$ cat config.mk
export PLATFORM = sky130hd
export DESIGN_NAME = ip_deframer_array
export DESIGN_NICKNAME = d
export VERILOG_FILES = /design/src/stream_pkg.sv /design/src/ipv4_pkg.sv /design/src/beat_fifo.sv /design/src/frame_dispatcher.sv /design/src/ip_deframer_lane.sv /design/src/payload_collector.sv /design/src/ip_deframer_array.sv
export SDC_FILE = /design/constraint.sdc
export NUM_CORES = 2
export LEC_CHECK = 0
export BUFFER_PORTS_ARGS = -buffer_cell sky130_fd_sc_hd__buf_4
export CAP_MARGIN = 25
export CORE_MARGIN = 4
export CORE_UTILIZATION = 50
export DETAILED_ROUTE_END_ITERATION = 16
export PLACE_DENSITY_LB_ADDON = 0.25
export SYNTH_ARGS = -nofsm -noshare
export SYNTH_HDL_FRONTEND = slang
export SYNTH_SLANG_ARGS = --single-unit
$ cat constraint.sdc
create_clock -name clk -period 4.55 [get_ports clk]
set_input_delay 0.2275 -clock clk [delete_from_list [all_inputs] [get_ports clk]]
set_output_delay 0.2275 -clock clk [all_outputs]
set_load 0.1 [all_outputs]
$ cat src/stream_pkg.sv
package stream_pkg;

	// Four bytes per beat keeps every IPv4 header word aligned to a single beat
	localparam int BEAT_BYTES = 4;

	// Width of the data field of one beat
	localparam int BEAT_WIDTH = BEAT_BYTES * 8;

	// One transfer on any stream port of the design
	// Byte 0 of the packet sits in data[7:0], byte 3 in data[31:24]
	typedef struct packed {
		logic [BEAT_WIDTH-1:0] data;
		// Marks the final beat of a packet
		logic                  last;
	} beat_t;

endpackage

$ cat src/ipv4_pkg.sv
package ipv4_pkg;

	// Header word indices, counted in 32-bit words from the start of the packet
	// The width matches the IHL field so they compare directly with the word counter
	localparam logic [3:0] WORD_PROTO = 4'd2;
	localparam logic [3:0] WORD_SRC   = 4'd3;
	localparam logic [3:0] WORD_DST   = 4'd4;

	// One header word, seen either as raw bits or through the layout of word 0 or word 2
	// Fields are listed from the top byte down, so byte 0 of the word ends up at the bottom
	typedef union packed {
		logic [31:0] raw;
		struct packed {
			// Total length arrives in network order, high byte first
			logic [7:0] total_len_lo;
			logic [7:0] total_len_hi;
			logic [7:0] tos;
			logic [3:0] version;
			// Header length in 32-bit words
			logic [3:0] ihl;
		} w0;
		struct packed {
			logic [15:0] checksum;
			logic [7:0]  protocol;
			logic [7:0]  ttl;
		} w2;
	} hdr_word_u;

	// Per-packet information handed out next to the payload
	typedef struct packed {
		// Payload size in bytes, header and options excluded
		logic [15:0] payload_length;
		logic [7:0]  protocol;
		logic [31:0] src_ip;
		logic [31:0] dst_ip;
	} meta_t;

endpackage

$ cat src/beat_fifo.sv
`timescale 1ns/10ps

module beat_fifo
#(
	parameter int DEPTH = 16
) (
	input  logic              clk,
	input  logic              sresetn,
	input  logic              push,
	input  stream_pkg::beat_t push_beat,
	input  logic              pop,
	output stream_pkg::beat_t pop_beat,
	output logic              empty
);

	localparam int PTR_W = (DEPTH > 1) ? $clog2(DEPTH) : 1;
	localparam int CNT_W = $clog2(DEPTH + 1);

	stream_pkg::beat_t mem [DEPTH];
	logic [PTR_W-1:0]  wr_ptr;
	logic [PTR_W-1:0]  rd_ptr;
	logic [CNT_W-1:0]  count;

	// Head of the queue is visible without a read latency
	assign pop_beat = mem[rd_ptr];
	assign empty    = (count == '0);

	always_ff @(posedge clk)
	begin
		if (!sresetn)
		begin
			wr_ptr <= '0;
			rd_ptr <= '0;
			count  <= '0;
		end
		else
		begin
			// Pointers wrap explicitly so a depth that is not a power of two still works
			if (push)
				wr_ptr <= (wr_ptr == PTR_W'(DEPTH - 1)) ? '0 : wr_ptr + 1'b1;
			if (pop)
				rd_ptr <= (rd_ptr == PTR_W'(DEPTH - 1)) ? '0 : rd_ptr + 1'b1;
			count <= count + CNT_W'(push) - CNT_W'(pop);
		end
	end

	always_ff @(posedge clk)
	begin
		if (push)
		begin
			mem[wr_ptr] <= push_beat;
		end
	end

endmodule

$ cat src/frame_dispatcher.sv
`timescale 1ns/10ps

module frame_dispatcher
#(
	parameter int NUM_LANES  = 4,
	parameter int FIFO_DEPTH = 16
) (
	input  logic                   clk,
	input  logic                   sresetn,

	input  logic                   in_valid,
	output logic                   in_ready,
	input  stream_pkg::beat_t      in_beat,

	output logic [NUM_LANES-1:0]   lane_push,
	output stream_pkg::beat_t      lane_beat,
	input  logic [NUM_LANES-1:0]   credit_return
);

	localparam int LANE_W = (NUM_LANES > 1) ? $clog2(NUM_LANES) : 1;
	// A counter must hold the full FIFO depth, not just depth minus one
	localparam int CRED_W = $clog2(FIFO_DEPTH + 1);

	logic [LANE_W-1:0]    cur_lane;
	logic [CRED_W-1:0]    credits [NUM_LANES];
	logic                 accept;
	logic [NUM_LANES-1:0] take;

	// One credit stands for one free slot in the lane FIFO
	assign in_ready = (credits[cur_lane] != '0);
	assign accept   = in_valid && in_ready;

	// One-hot mask of the lane that receives the beat accepted this cycle
	assign take = accept ? (NUM_LANES'(1) << cur_lane) : '0;

	always_ff @(posedge clk)
	begin
		if (!sresetn)
		begin
			cur_lane  <= '0;
			lane_push <= '0;
			for (int i = 0; i < NUM_LANES; i++)
			begin
				credits[i] <= CRED_W'(FIFO_DEPTH);
			end
		end
		else
		begin
			// The write strobe follows the accepted beat by exactly one cycle
			lane_push <= take;

			// A push and a return on the same lane in one cycle cancel out
			for (int i = 0; i < NUM_LANES; i++)
			begin
				credits[i] <= credits[i] - CRED_W'(take[i]) + CRED_W'(credit_return[i]);
			end

			// Move on only at a packet boundary so no packet is split across lanes
			if (accept && in_beat.last)
			begin
				if (cur_lane == LANE_W'(NUM_LANES - 1))
					cur_lane <= '0;
				else
					cur_lane <= cur_lane + 1'b1;
			end
		end
	end

	// Shared bus toward all lanes, only the strobed lane samples it
	always_ff @(posedge clk)
	begin
		if (accept)
		begin
			lane_beat <= in_beat;
		end
	end

endmodule

$ cat src/ip_deframer_lane.sv
`timescale 1ns/10ps

module ip_deframer_lane
#(
	parameter int FIFO_DEPTH = 16
) (
	input  logic              clk,
	input  logic              sresetn,

	input  logic              push,
	input  stream_pkg::beat_t push_beat,
	output logic              credit_return,

	output logic              lane_valid,
	input  logic              lane_ready,
	output stream_pkg::beat_t lane_out_beat,
	output ipv4_pkg::meta_t   lane_meta
);

	stream_pkg::beat_t   head;
	logic                empty;
	logic                pop;
	logic                header_done;
	ipv4_pkg::hdr_word_u hdr;

	// Index of the head word within its packet
	// It stops counting once the header is behind it
	logic [3:0] word_ctr;
	// Holding IHL minus one lets a full 4-bit counter still step past it
	logic [3:0] ihl_last;

	beat_fifo
	#(
		.DEPTH(FIFO_DEPTH)
	) u_beat_fifo (
		.clk      (clk),
		.sresetn  (sresetn),
		.push     (push),
		.push_beat(push_beat),
		.pop      (pop),
		.pop_beat (head),
		.empty    (empty)
	);

	// The same bits are read through the w0 or w2 view depending on the word index
	assign hdr.raw = head.data;

	// The counter is zero after reset and after every last, and zero never exceeds ihl_last
	// So the first word of a packet is never taken as payload
	assign header_done = (word_ctr > ihl_last);

	// Header and option words drain freely while payload words wait for the collector
	assign pop = !empty && (header_done ? lane_ready : 1'b1);

	assign lane_valid    = header_done && !empty;
	assign lane_out_beat = head;

	always_ff @(posedge clk)
	begin
		if (!sresetn)
		begin
			word_ctr      <= '0;
			ihl_last      <= '0;
			credit_return <= 1'b0;
		end
		else
		begin
			// Every popped beat frees one slot that goes back to the dispatcher
			credit_return <= pop;

			if (pop)
			begin
				if (word_ctr == 4'd0)
					ihl_last <= hdr.w0.ihl - 4'd1;

				// The next beat starts a fresh packet
				if (head.last)
					word_ctr <= '0;
				else if (!header_done)
					word_ctr <= word_ctr + 4'd1;
			end
		end
	end

	// Fields are captured as the header goes by and held for the whole payload
	always_ff @(posedge clk)
	begin
		if (pop && !header_done)
		begin
			case (word_ctr)
				4'd0:
				begin
					// Total length minus header length in bytes
					lane_meta.payload_length <= {hdr.w0.total_len_hi, hdr.w0.total_len_lo}
						- {10'd0, hdr.w0.ihl, 2'b00};
				end
				ipv4_pkg::WORD_PROTO: lane_meta.protocol <= hdr.w2.protocol;
				ipv4_pkg::WORD_SRC:   lane_meta.src_ip   <= hdr.raw;
				ipv4_pkg::WORD_DST:   lane_meta.dst_ip   <= hdr.raw;
				// Word 1 and any option words carry nothing we keep
				default: ;
			endcase
		end
	end

endmodule

$ cat src/payload_collector.sv
`timescale 1ns/10ps

module payload_collector
#(
	parameter int NUM_LANES = 4
) (
	input  logic                 clk,
	input  logic                 sresetn,

	input  logic [NUM_LANES-1:0] lane_valid,
	output logic [NUM_LANES-1:0] lane_ready,
	input  stream_pkg::beat_t    lane_out_beat [NUM_LANES],
	input  ipv4_pkg::meta_t      lane_meta [NUM_LANES],

	output logic                 out_valid,
	input  logic                 out_ready,
	output stream_pkg::beat_t    out_beat,
	output ipv4_pkg::meta_t      out_meta
);

	localparam int LANE_W = (NUM_LANES > 1) ? $clog2(NUM_LANES) : 1;

	logic [LANE_W-1:0] cur_lane;

	// Plain mux of the selected lane, no storage on the output path
	assign out_valid = lane_valid[cur_lane];
	assign out_beat  = lane_out_beat[cur_lane];
	assign out_meta  = lane_meta[cur_lane];

	// Only the selected lane sees the downstream ready, all others are held
	always_comb
	begin
		lane_ready = '0;
		lane_ready[cur_lane] = out_ready;
	end

	// Same visiting order as the dispatcher, so packets leave in arrival order
	always_ff @(posedge clk)
	begin
		if (!sresetn)
		begin
			cur_lane <= '0;
		end
		else
		begin
			if (out_valid && out_ready && out_beat.last)
			begin
				if (cur_lane == LANE_W'(NUM_LANES - 1))
					cur_lane <= '0;
				else
					cur_lane <= cur_lane + 1'b1;
			end
		end
	end

endmodule

$ cat src/ip_deframer_array.sv
`timescale 1ns/10ps

module ip_deframer_array
#(
	parameter int NUM_LANES  = 4,
	parameter int FIFO_DEPTH = 16
) (
	input  logic              clk,
	input  logic              sresetn,

	input  logic              in_valid,
	output logic              in_ready,
	input  stream_pkg::beat_t in_beat,

	output logic              out_valid,
	input  logic              out_ready,
	output stream_pkg::beat_t out_beat,
	output ipv4_pkg::meta_t   out_meta
);

	logic [NUM_LANES-1:0] lane_push;
	logic [NUM_LANES-1:0] credit_return;
	stream_pkg::beat_t    lane_beat;

	logic [NUM_LANES-1:0] lane_valid;
	logic [NUM_LANES-1:0] lane_ready;
	stream_pkg::beat_t    lane_out_beat [NUM_LANES];
	ipv4_pkg::meta_t      lane_meta [NUM_LANES];

	frame_dispatcher
	#(
		.NUM_LANES (NUM_LANES),
		.FIFO_DEPTH(FIFO_DEPTH)
	) u_frame_dispatcher (
		.clk          (clk),
		.sresetn      (sresetn),
		.in_valid     (in_valid),
		.in_ready     (in_ready),
		.in_beat      (in_beat),
		.lane_push    (lane_push),
		.lane_beat    (lane_beat),
		.credit_return(credit_return)
	);

	// All lanes share the dispatcher bus and pick up beats by their own strobe
	for (genvar i = 0; i < NUM_LANES; i++)
	begin : g_lane
		ip_deframer_lane
		#(
			.FIFO_DEPTH(FIFO_DEPTH)
		) u_ip_deframer_lane (
			.clk          (clk),
			.sresetn      (sresetn),
			.push         (lane_push[i]),
			.push_beat    (lane_beat),
			.credit_return(credit_return[i]),
			.lane_valid   (lane_valid[i]),
			.lane_ready   (lane_ready[i]),
			.lane_out_beat(lane_out_beat[i]),
			.lane_meta    (lane_meta[i])
		);
	end

	payload_collector
	#(
		.NUM_LANES(NUM_LANES)
	) u_payload_collector (
		.clk          (clk),
		.sresetn      (sresetn),
		.lane_valid   (lane_valid),
		.lane_ready   (lane_ready),
		.lane_out_beat(lane_out_beat),
		.lane_meta    (lane_meta),
		.out_valid    (out_valid),
		.out_ready    (out_ready),
		.out_beat     (out_beat),
		.out_meta     (out_meta)
	);

endmodule

Yosys cells after proc, flatten, opt, wreduce, memory -nomap -nowiden
Memories as Yosys holds them, arrays and structs flattened. A register that Yosys moved wholly into a read port is not among the register bits.
Index checks and enable logic that the tools add are counted.
{ "op_classes": {"add_sub_neg": 38, "magnitude_cmp": 7, "eq_ne": 26, "shift": 1, "mux": 57, "bitwise": 6, "n_reduce_logical": 58} }
{ "op_table": {"columns": ["cell", "n"], "rows": [
  ["88-bit binary-select mux with 2-bit select", 1],
  ["88-bit 2-to-1 mux", 2],
  ["4-bit 2-to-1 mux", 25],
  ["33-bit binary-select mux with 2-bit select", 1],
  ["33-bit 2-to-1 mux", 2],
  ["16-bit by 6-bit subtractor with 16-bit output", 4],
  ["4-bit by 1-bit adder with 4-bit output (second input constant)", 12],
  ["2-bit AND reduction", 24],
  ["5-bit by 1-bit adder with 5-bit output", 8],
  ["5-bit by 1-bit subtractor with 5-bit output", 8],
  ["4-bit by 2-bit equality test with 1-bit output (second input constant)", 8],
  ["4-bit equality test (second input constant)", 8],
  ["5-bit logical NOT", 4],
  ["5-bit 2-to-1 mux", 4],
  ["1-bit logical AND", 17],
  ["4-bit by 3-bit equality test with 1-bit output (second input constant)", 4],
  ["4-bit greater-than comparator", 4],
  ["4-bit logical NOT", 4],
  ["1-bit 2-to-1 mux", 16],
  ["4-bit by 1-bit subtractor with 4-bit output (second input constant)", 4],
  ["1-bit logical NOT", 8],
  ["2-bit 2-to-1 mux", 4],
  ["2-bit by 1-bit inequality test with 1-bit output (second input constant)", 4],
  ["5-bit nonzero test", 1],
  ["11 further kinds", 16]
]} }
{ "totals": {"ff_bits": 481, "ram_bits": 2132, "inputBits": 37, "output_inout_bits": 123, "word_cells": 243, "n_memories": 5} }
{ "memory_table": {"columns": ["memory", "words", "width", "read_ports", "rd_ports_with_merged_regs", "wr", "line_no", "rtl"], "rows": [
  ["g_lane[0].u_ip_deframer_lane.u_beat_fifo.mem", 16, 33, 1, 1, 1, "beat_fifo.sv:19", "stream_pkg::beat_t mem [DEPTH];"],
  ["g_lane[1].u_ip_deframer_lane.u_beat_fifo.mem", 16, 33, 1, 1, 1, "beat_fifo.sv:19", null],
  ["g_lane[2].u_ip_deframer_lane.u_beat_fifo.mem", 16, 33, 1, 1, 1, "beat_fifo.sv:19", null],
  ["g_lane[3].u_ip_deframer_lane.u_beat_fifo.mem", 16, 33, 1, 1, 1, "beat_fifo.sv:19", null],
  ["u_frame_dispatcher.credits", 4, 5, 5, 1, 4, "frame_dispatcher.sv:25", "logic [CRED_W-1:0] credits [NUM_LANES];"]
]} }

Logic depth before layout (Yosys ltp)
{ "logic_depth": {"depth_word": 9, "mapped_depth": 16, "ltp_nobuf": 15} }

Hierarchy
From an unflattened synthesis, not the netlist that was laid out.
{ "unflattened": {"cells_unflattened": 4861, "area_unflattened_um2": 103341.6} }
{ "modules_own_cells": {"columns": ["module", "instances", "cells_each", "area_each_um2", "seq_area_each_um2"], "rows": [
  ["beat_fifo (g_lane[1].u_ip_deframer_lane.u_beat_fifo ...)", 3, 913, 20803.7, 16195.5],
  ["beat_fifo (g_lane[0].u_ip_deframer_lane.u_beat_fifo)", 1, 913, 20805.0, 16195.5],
  ["ip_deframer_lane", 4, 207, 3595.9, 2822.7],
  ["payload_collector", 1, 175, 3135.5, 40.0],
  ["frame_dispatcher", 1, 206, 2606.2, 1551.5]
]} }

Least setup slack after synthesis
No wires, ideal clock.
{ "synth_timing": {"kind": "register to register", "start": "reg g_lane[3].u_ip_deframer_lane.ihl_last[1]", "end": "reg g_lane[3].u_ip_deframer_lane.lane_meta[32] (netlist name)", "setup_ps": 461, "arrival_ps": 3642, "t_required_ps": 4089, "slack_ps": 447, "path_stages_with_launch": 9, "path_buffers": 0, "period_less_slack_ps": 4103, "path_cell_list": "dfxtp_1 inv_1 ha_1 nor2b_1 o211ai_1 a21oi_1 nor2_1 nand2_1 nor3_1"} }
{ "synth_via": {"elab_chain_cells": 5, "word_cells_on_any_way": 6, "classes_between": "order compare (1); mux (1); reduce/logical (4)"} }
{ "synth_lines": {"columns": ["item", "line_no", "rtl"], "rows": [
  ["from (decl)", "ip_deframer_lane.sv:30", "logic [3:0] ihl_last;"],
  ["from (signal assigned)", "ip_deframer_lane.sv:74", "ihl_last <= hdr.w0.ihl - 4'd1;"],
  ["4-bit greater-than comparator (*)", "ip_deframer_lane.sv:50", "assign header_done = (word_ctr > ihl_last);"],
  ["1-bit 2-to-1 mux", "ip_deframer_lane.sv:53", "assign pop = !empty && (header_done ? lane_ready : 1'b1);"],
  ["1-bit logical AND", "ip_deframer_lane.sv:53", null],
  ["1-bit logical AND (*)", "ip_deframer_lane.sv:88", "if (pop && !header_done)"],
  ["2-bit AND reduction (no line) (*)", null, null]
]} }
Mark *: on every way between the ends. The rest lies on a longest branch, timed or not.
A chain may end at the register's enable or synchronous reset.

==> impl_metrics.env <==
export IMPL_status="finished, final reports clean"
export IMPL_maxCapViolCount=0
export IMPL_max_vdd_ir_drop_mv=0.790
export IMPL_crit_path_frequent_cell="mux4_2"
export IMPL_die_area_um2=212000
export IMPL_coreArea_um2=203000
export IMPL_insertion_delay_ns=0.91
export IMPL_numCtsBuffers=279
export IMPL_drt_iter0_drc=7020
export IMPL_period_share=0.968
export IMPL_path_buf_inv=3
export IMPL_cp_max_fo=29
export IMPL_dr_pass1_iters=5
export IMPL_slew_violations=0
export IMPL_area_delta_synth_final_pct=14.9
export IMPL_crit_path_start_kind="flop"
export IMPL_antenna_found_initial=8
export IMPL_global_route_usage_met3=0.0472
export IMPL_gr_max_usage_layer="met2"
export IMPL_min_delay_start="in_beat[32]"
export IMPL_ys_seq_area_frac=0.758
export IMPL_die_x_um=461
export IMPL_crit_path_end_kind="output port"
export IMPL_place_congestion=0.882
export IMPL_grt_pass1_wl_um=386000
export IMPL_relSlewSlack=0.230
export IMPL_slowest_stage="mux4_2"
export IMPL_power_leakage_uw=0.0377
export IMPL_die_h_um=461
export IMPL_crit_required_ns=4.32
export IMPL_cp_cell_sequence="buf_4 > buf_6 > mux4_2 > mux4_2 > mux4_2 > buf_4"
export IMPL_routed_wl_um=274000
export IMPL_placed_cells=7424
export IMPL_grt_pass1_vias=50000
export IMPL_synth_cells=4576
export IMPL_fin_setup_tns_ns=0
export IMPL_hold_viol=0
export IMPL_cts_sinks=2631
export IMPL_grt_start_max_net_pins=100
export IMPL_ant_nets=0
export IMPL_wl_per_cell_um=34.2
export IMPL_syn_cell_area_um2=102000
export IMPL_grt_use_met2=0.408
export IMPL_crit_family="multiplexers"
export IMPL_ys_ff_latch=2631
export IMPL_syn_mean_instance_area_um2=22.4
export IMPL_fmax_mhz=227
export IMPL_synthesis_nets=4745
export IMPL_dpl_worst_slack_ns=0.637
export IMPL_setup_viol=0
export IMPL_stdcell_area_um2=118000
export IMPL_fin_crit_ns=4.41
export IMPL_io_pins=160
export IMPL_power_density_nw_per_um2=620
export IMPL_synth_top_flop_cell="edfxtp_1"
export IMPL_htreeDepth=5
export IMPL_clk_pin_slew_ns=0.06
export IMPL_synth_cell_types=58
export IMPL_row_count=165
export IMPL_cts_root_buffer_cell="clkbuf_16"
export IMPL_clock_path_buffers=4
export IMPL_drive_gt1_frac=0.307
export IMPL_avgViaCountPerCell=6.28
export IMPL_synth_edff_count=2497
export IMPL_cts_tree="yes"
export IMPL_vias=50200
export IMPL_worst_pin_slew_ns=1.15
export IMPL_slowest_delay_ns=0.64
export IMPL_grt_usage=0.261
export IMPL_drc_errors=0
export IMPL_arrival_ns=4.18
export IMPL_grt_util_met1=0.366
export IMPL_grt_ovfl_total=0
export IMPL_dpl_cell_area_um2=108000
export IMPL_finalNonFillerCells=7990
export IMPL_io_buffer_count=159
export IMPL_crit_type="flop to output port"
export IMPL_hp_class="primary input to flop"
export IMPL_nets=5289
export IMPL_hpwl_um=167000
export IMPL_synth_warnings=0
export IMPL_skew_ns=0.0496
export IMPL_fin_ws_ns=0.144
export IMPL_async_reset_ff_frac=0
export IMPL_rsz0062_at_grt="false"
export IMPL_start_util=0.505
## metal layers
layer | vias up | routed length (um)
met5 | - | 0
met4 | 0 | 12700
met3 | 438 | 24400
met2 | 2564 | 131000
met1 | 27000 | 105000
li1 | 20200 | -
## where the power goes
group	switching [uW]	internal, uW
sequential	867	28700
clock	9030	12900
combinational	13800	7780
total	23700	49400
## synthesized netlist by cell type (all sizes together), types with 50 or more instances
| cell type | instances | share of area |
|---|---|---|
| a21oi | 51 | 0.0025 |
| a22oi | 65 | 0.0050 |
| and2 | 92 | 0.0056 |
| buf | 105 | 0.0061 |
| clkbuf | 97 | 0.0036 |
| dfxtp | 134 | 0.026 |
| edfxtp | 2497 | 0.73 |
| ha | 120 | 0.015 |
| inv | 116 | 0.0043 |
| mux4 | 748 | 0.16 |
| nand2 | 95 | 0.0035 |
| nor2 | 114 | 0.0042 |
| xnor2 | 54 | 0.0046 |
| xor2 | 50 | 0.0043 |
## cell usage in the layout, fill, tap and decap left out, drive strengths merged, types with 12 or more instances in the layout
master and n:
a211oi 18, a21o 16, a21oi 51, a22oi 65, and2 92, and3 22, buf 395, bufinv 24
clkbuf 349, clkinv 89, dfxtp 134, dlygate4sd3 67, edfxtp 2497, fa 12, ha 120, inv 123
mux2i 18, mux4 748, nand2 95, nand3 12, nor2 114, nor2b 21, nor3 15, o21ai 21
xnor2 54, xor2 50
## flip-flops by register name, summed over array words and instances (netlist names), 16 cells and up, named ones only
| signal | flops |
|---|---|
| g_lane.u_ip_deframer_lane.lane_meta | 352 |
| g_lane.u_ip_deframer_lane.u_beat_fifo.rd_ptr | 16 |
| g_lane.u_ip_deframer_lane.u_beat_fifo.mem | 2112 |
| g_lane.u_ip_deframer_lane.u_beat_fifo.count | 20 |
| u_frame_dispatcher.credits | 20 |
| g_lane.u_ip_deframer_lane.u_beat_fifo.wr_ptr | 16 |
| g_lane.u_ip_deframer_lane.word_ctr | 16 |
| u_frame_dispatcher.lane_beat | 33 |
| g_lane.u_ip_deframer_lane.ihl_last | 16 |
## final cells by class
cell class | instances | area [um^2]
fillers | 14300 | 85200
flip-flops and latches | 2631 | 77700
multi-input cells | 1627 | 23400
clock buffers | 348 | 7400
repair buffers | 465 | 4120
well taps | 2672 | 3340
clock inverters | 129 | 1260
inverters | 116 | 435
diodes | 2 | 5.00
## worst paths after layout
kind | end | slack (ns) | cells past startpoint
worst max-delay path | out_beat[24] | 0.14 | 6
worst min-delay path | u_frame_dispatcher.lane_beat[32] | 0.07 | 2
worst max register to register | u_payload_collector.cur_lane[0] | 0.70 | 8
worst min register to register | g_lane[2].u_ip_deframer_lane.ihl_last[2] | 0.50 | 2
## logic make-up after synthesis
group                      share of synthesized area
muxes                                          0.167
xor gates and xnor gates                     0.00890
AOI/OAI and AO/OA                             0.0123
buffers and inverters                         0.0139
and+or+nand+nor                               0.0228
DFF                                            0.758
adders and majority gates                     0.0170
## worst reg2reg max path: stages, from the launching register on
cell and delay (ns):
dfxtp_2 0.84, nor2b_1 0.73, a22oi_1 0.15, nand2_1 0.41
mux2i_1 0.25, mux2i_1 0.44, nand3_1 0.22, mux2i_1 0.16
dlygate4sd3_1 0.56
## metrics by stage
stage | utilization | hold slack [ns] | total power [uW]
6_report | 0.580 | 0.0718 | 73000
5_1_grt | 0.580 | 0.0379 | 75500
4_1_cts | 0.579 | 0.000962 | 73300
3_5_place_dp | 0.532 | 0.407 | 51300
3_3_place_gp | 0.532 | 0.405 | 51000
2_1_floorplan | - | 0.326 | 44200
## repair_timing
item                       CTS  global route
setup endpoints to repair   21             7
hold buffers                67             0
resized for setup            6             2
buffers inserted             7             8
cloned                       2             1
hold endpoints to repair   125             0
Note: power is estimated with default switching activity, not from simulation.
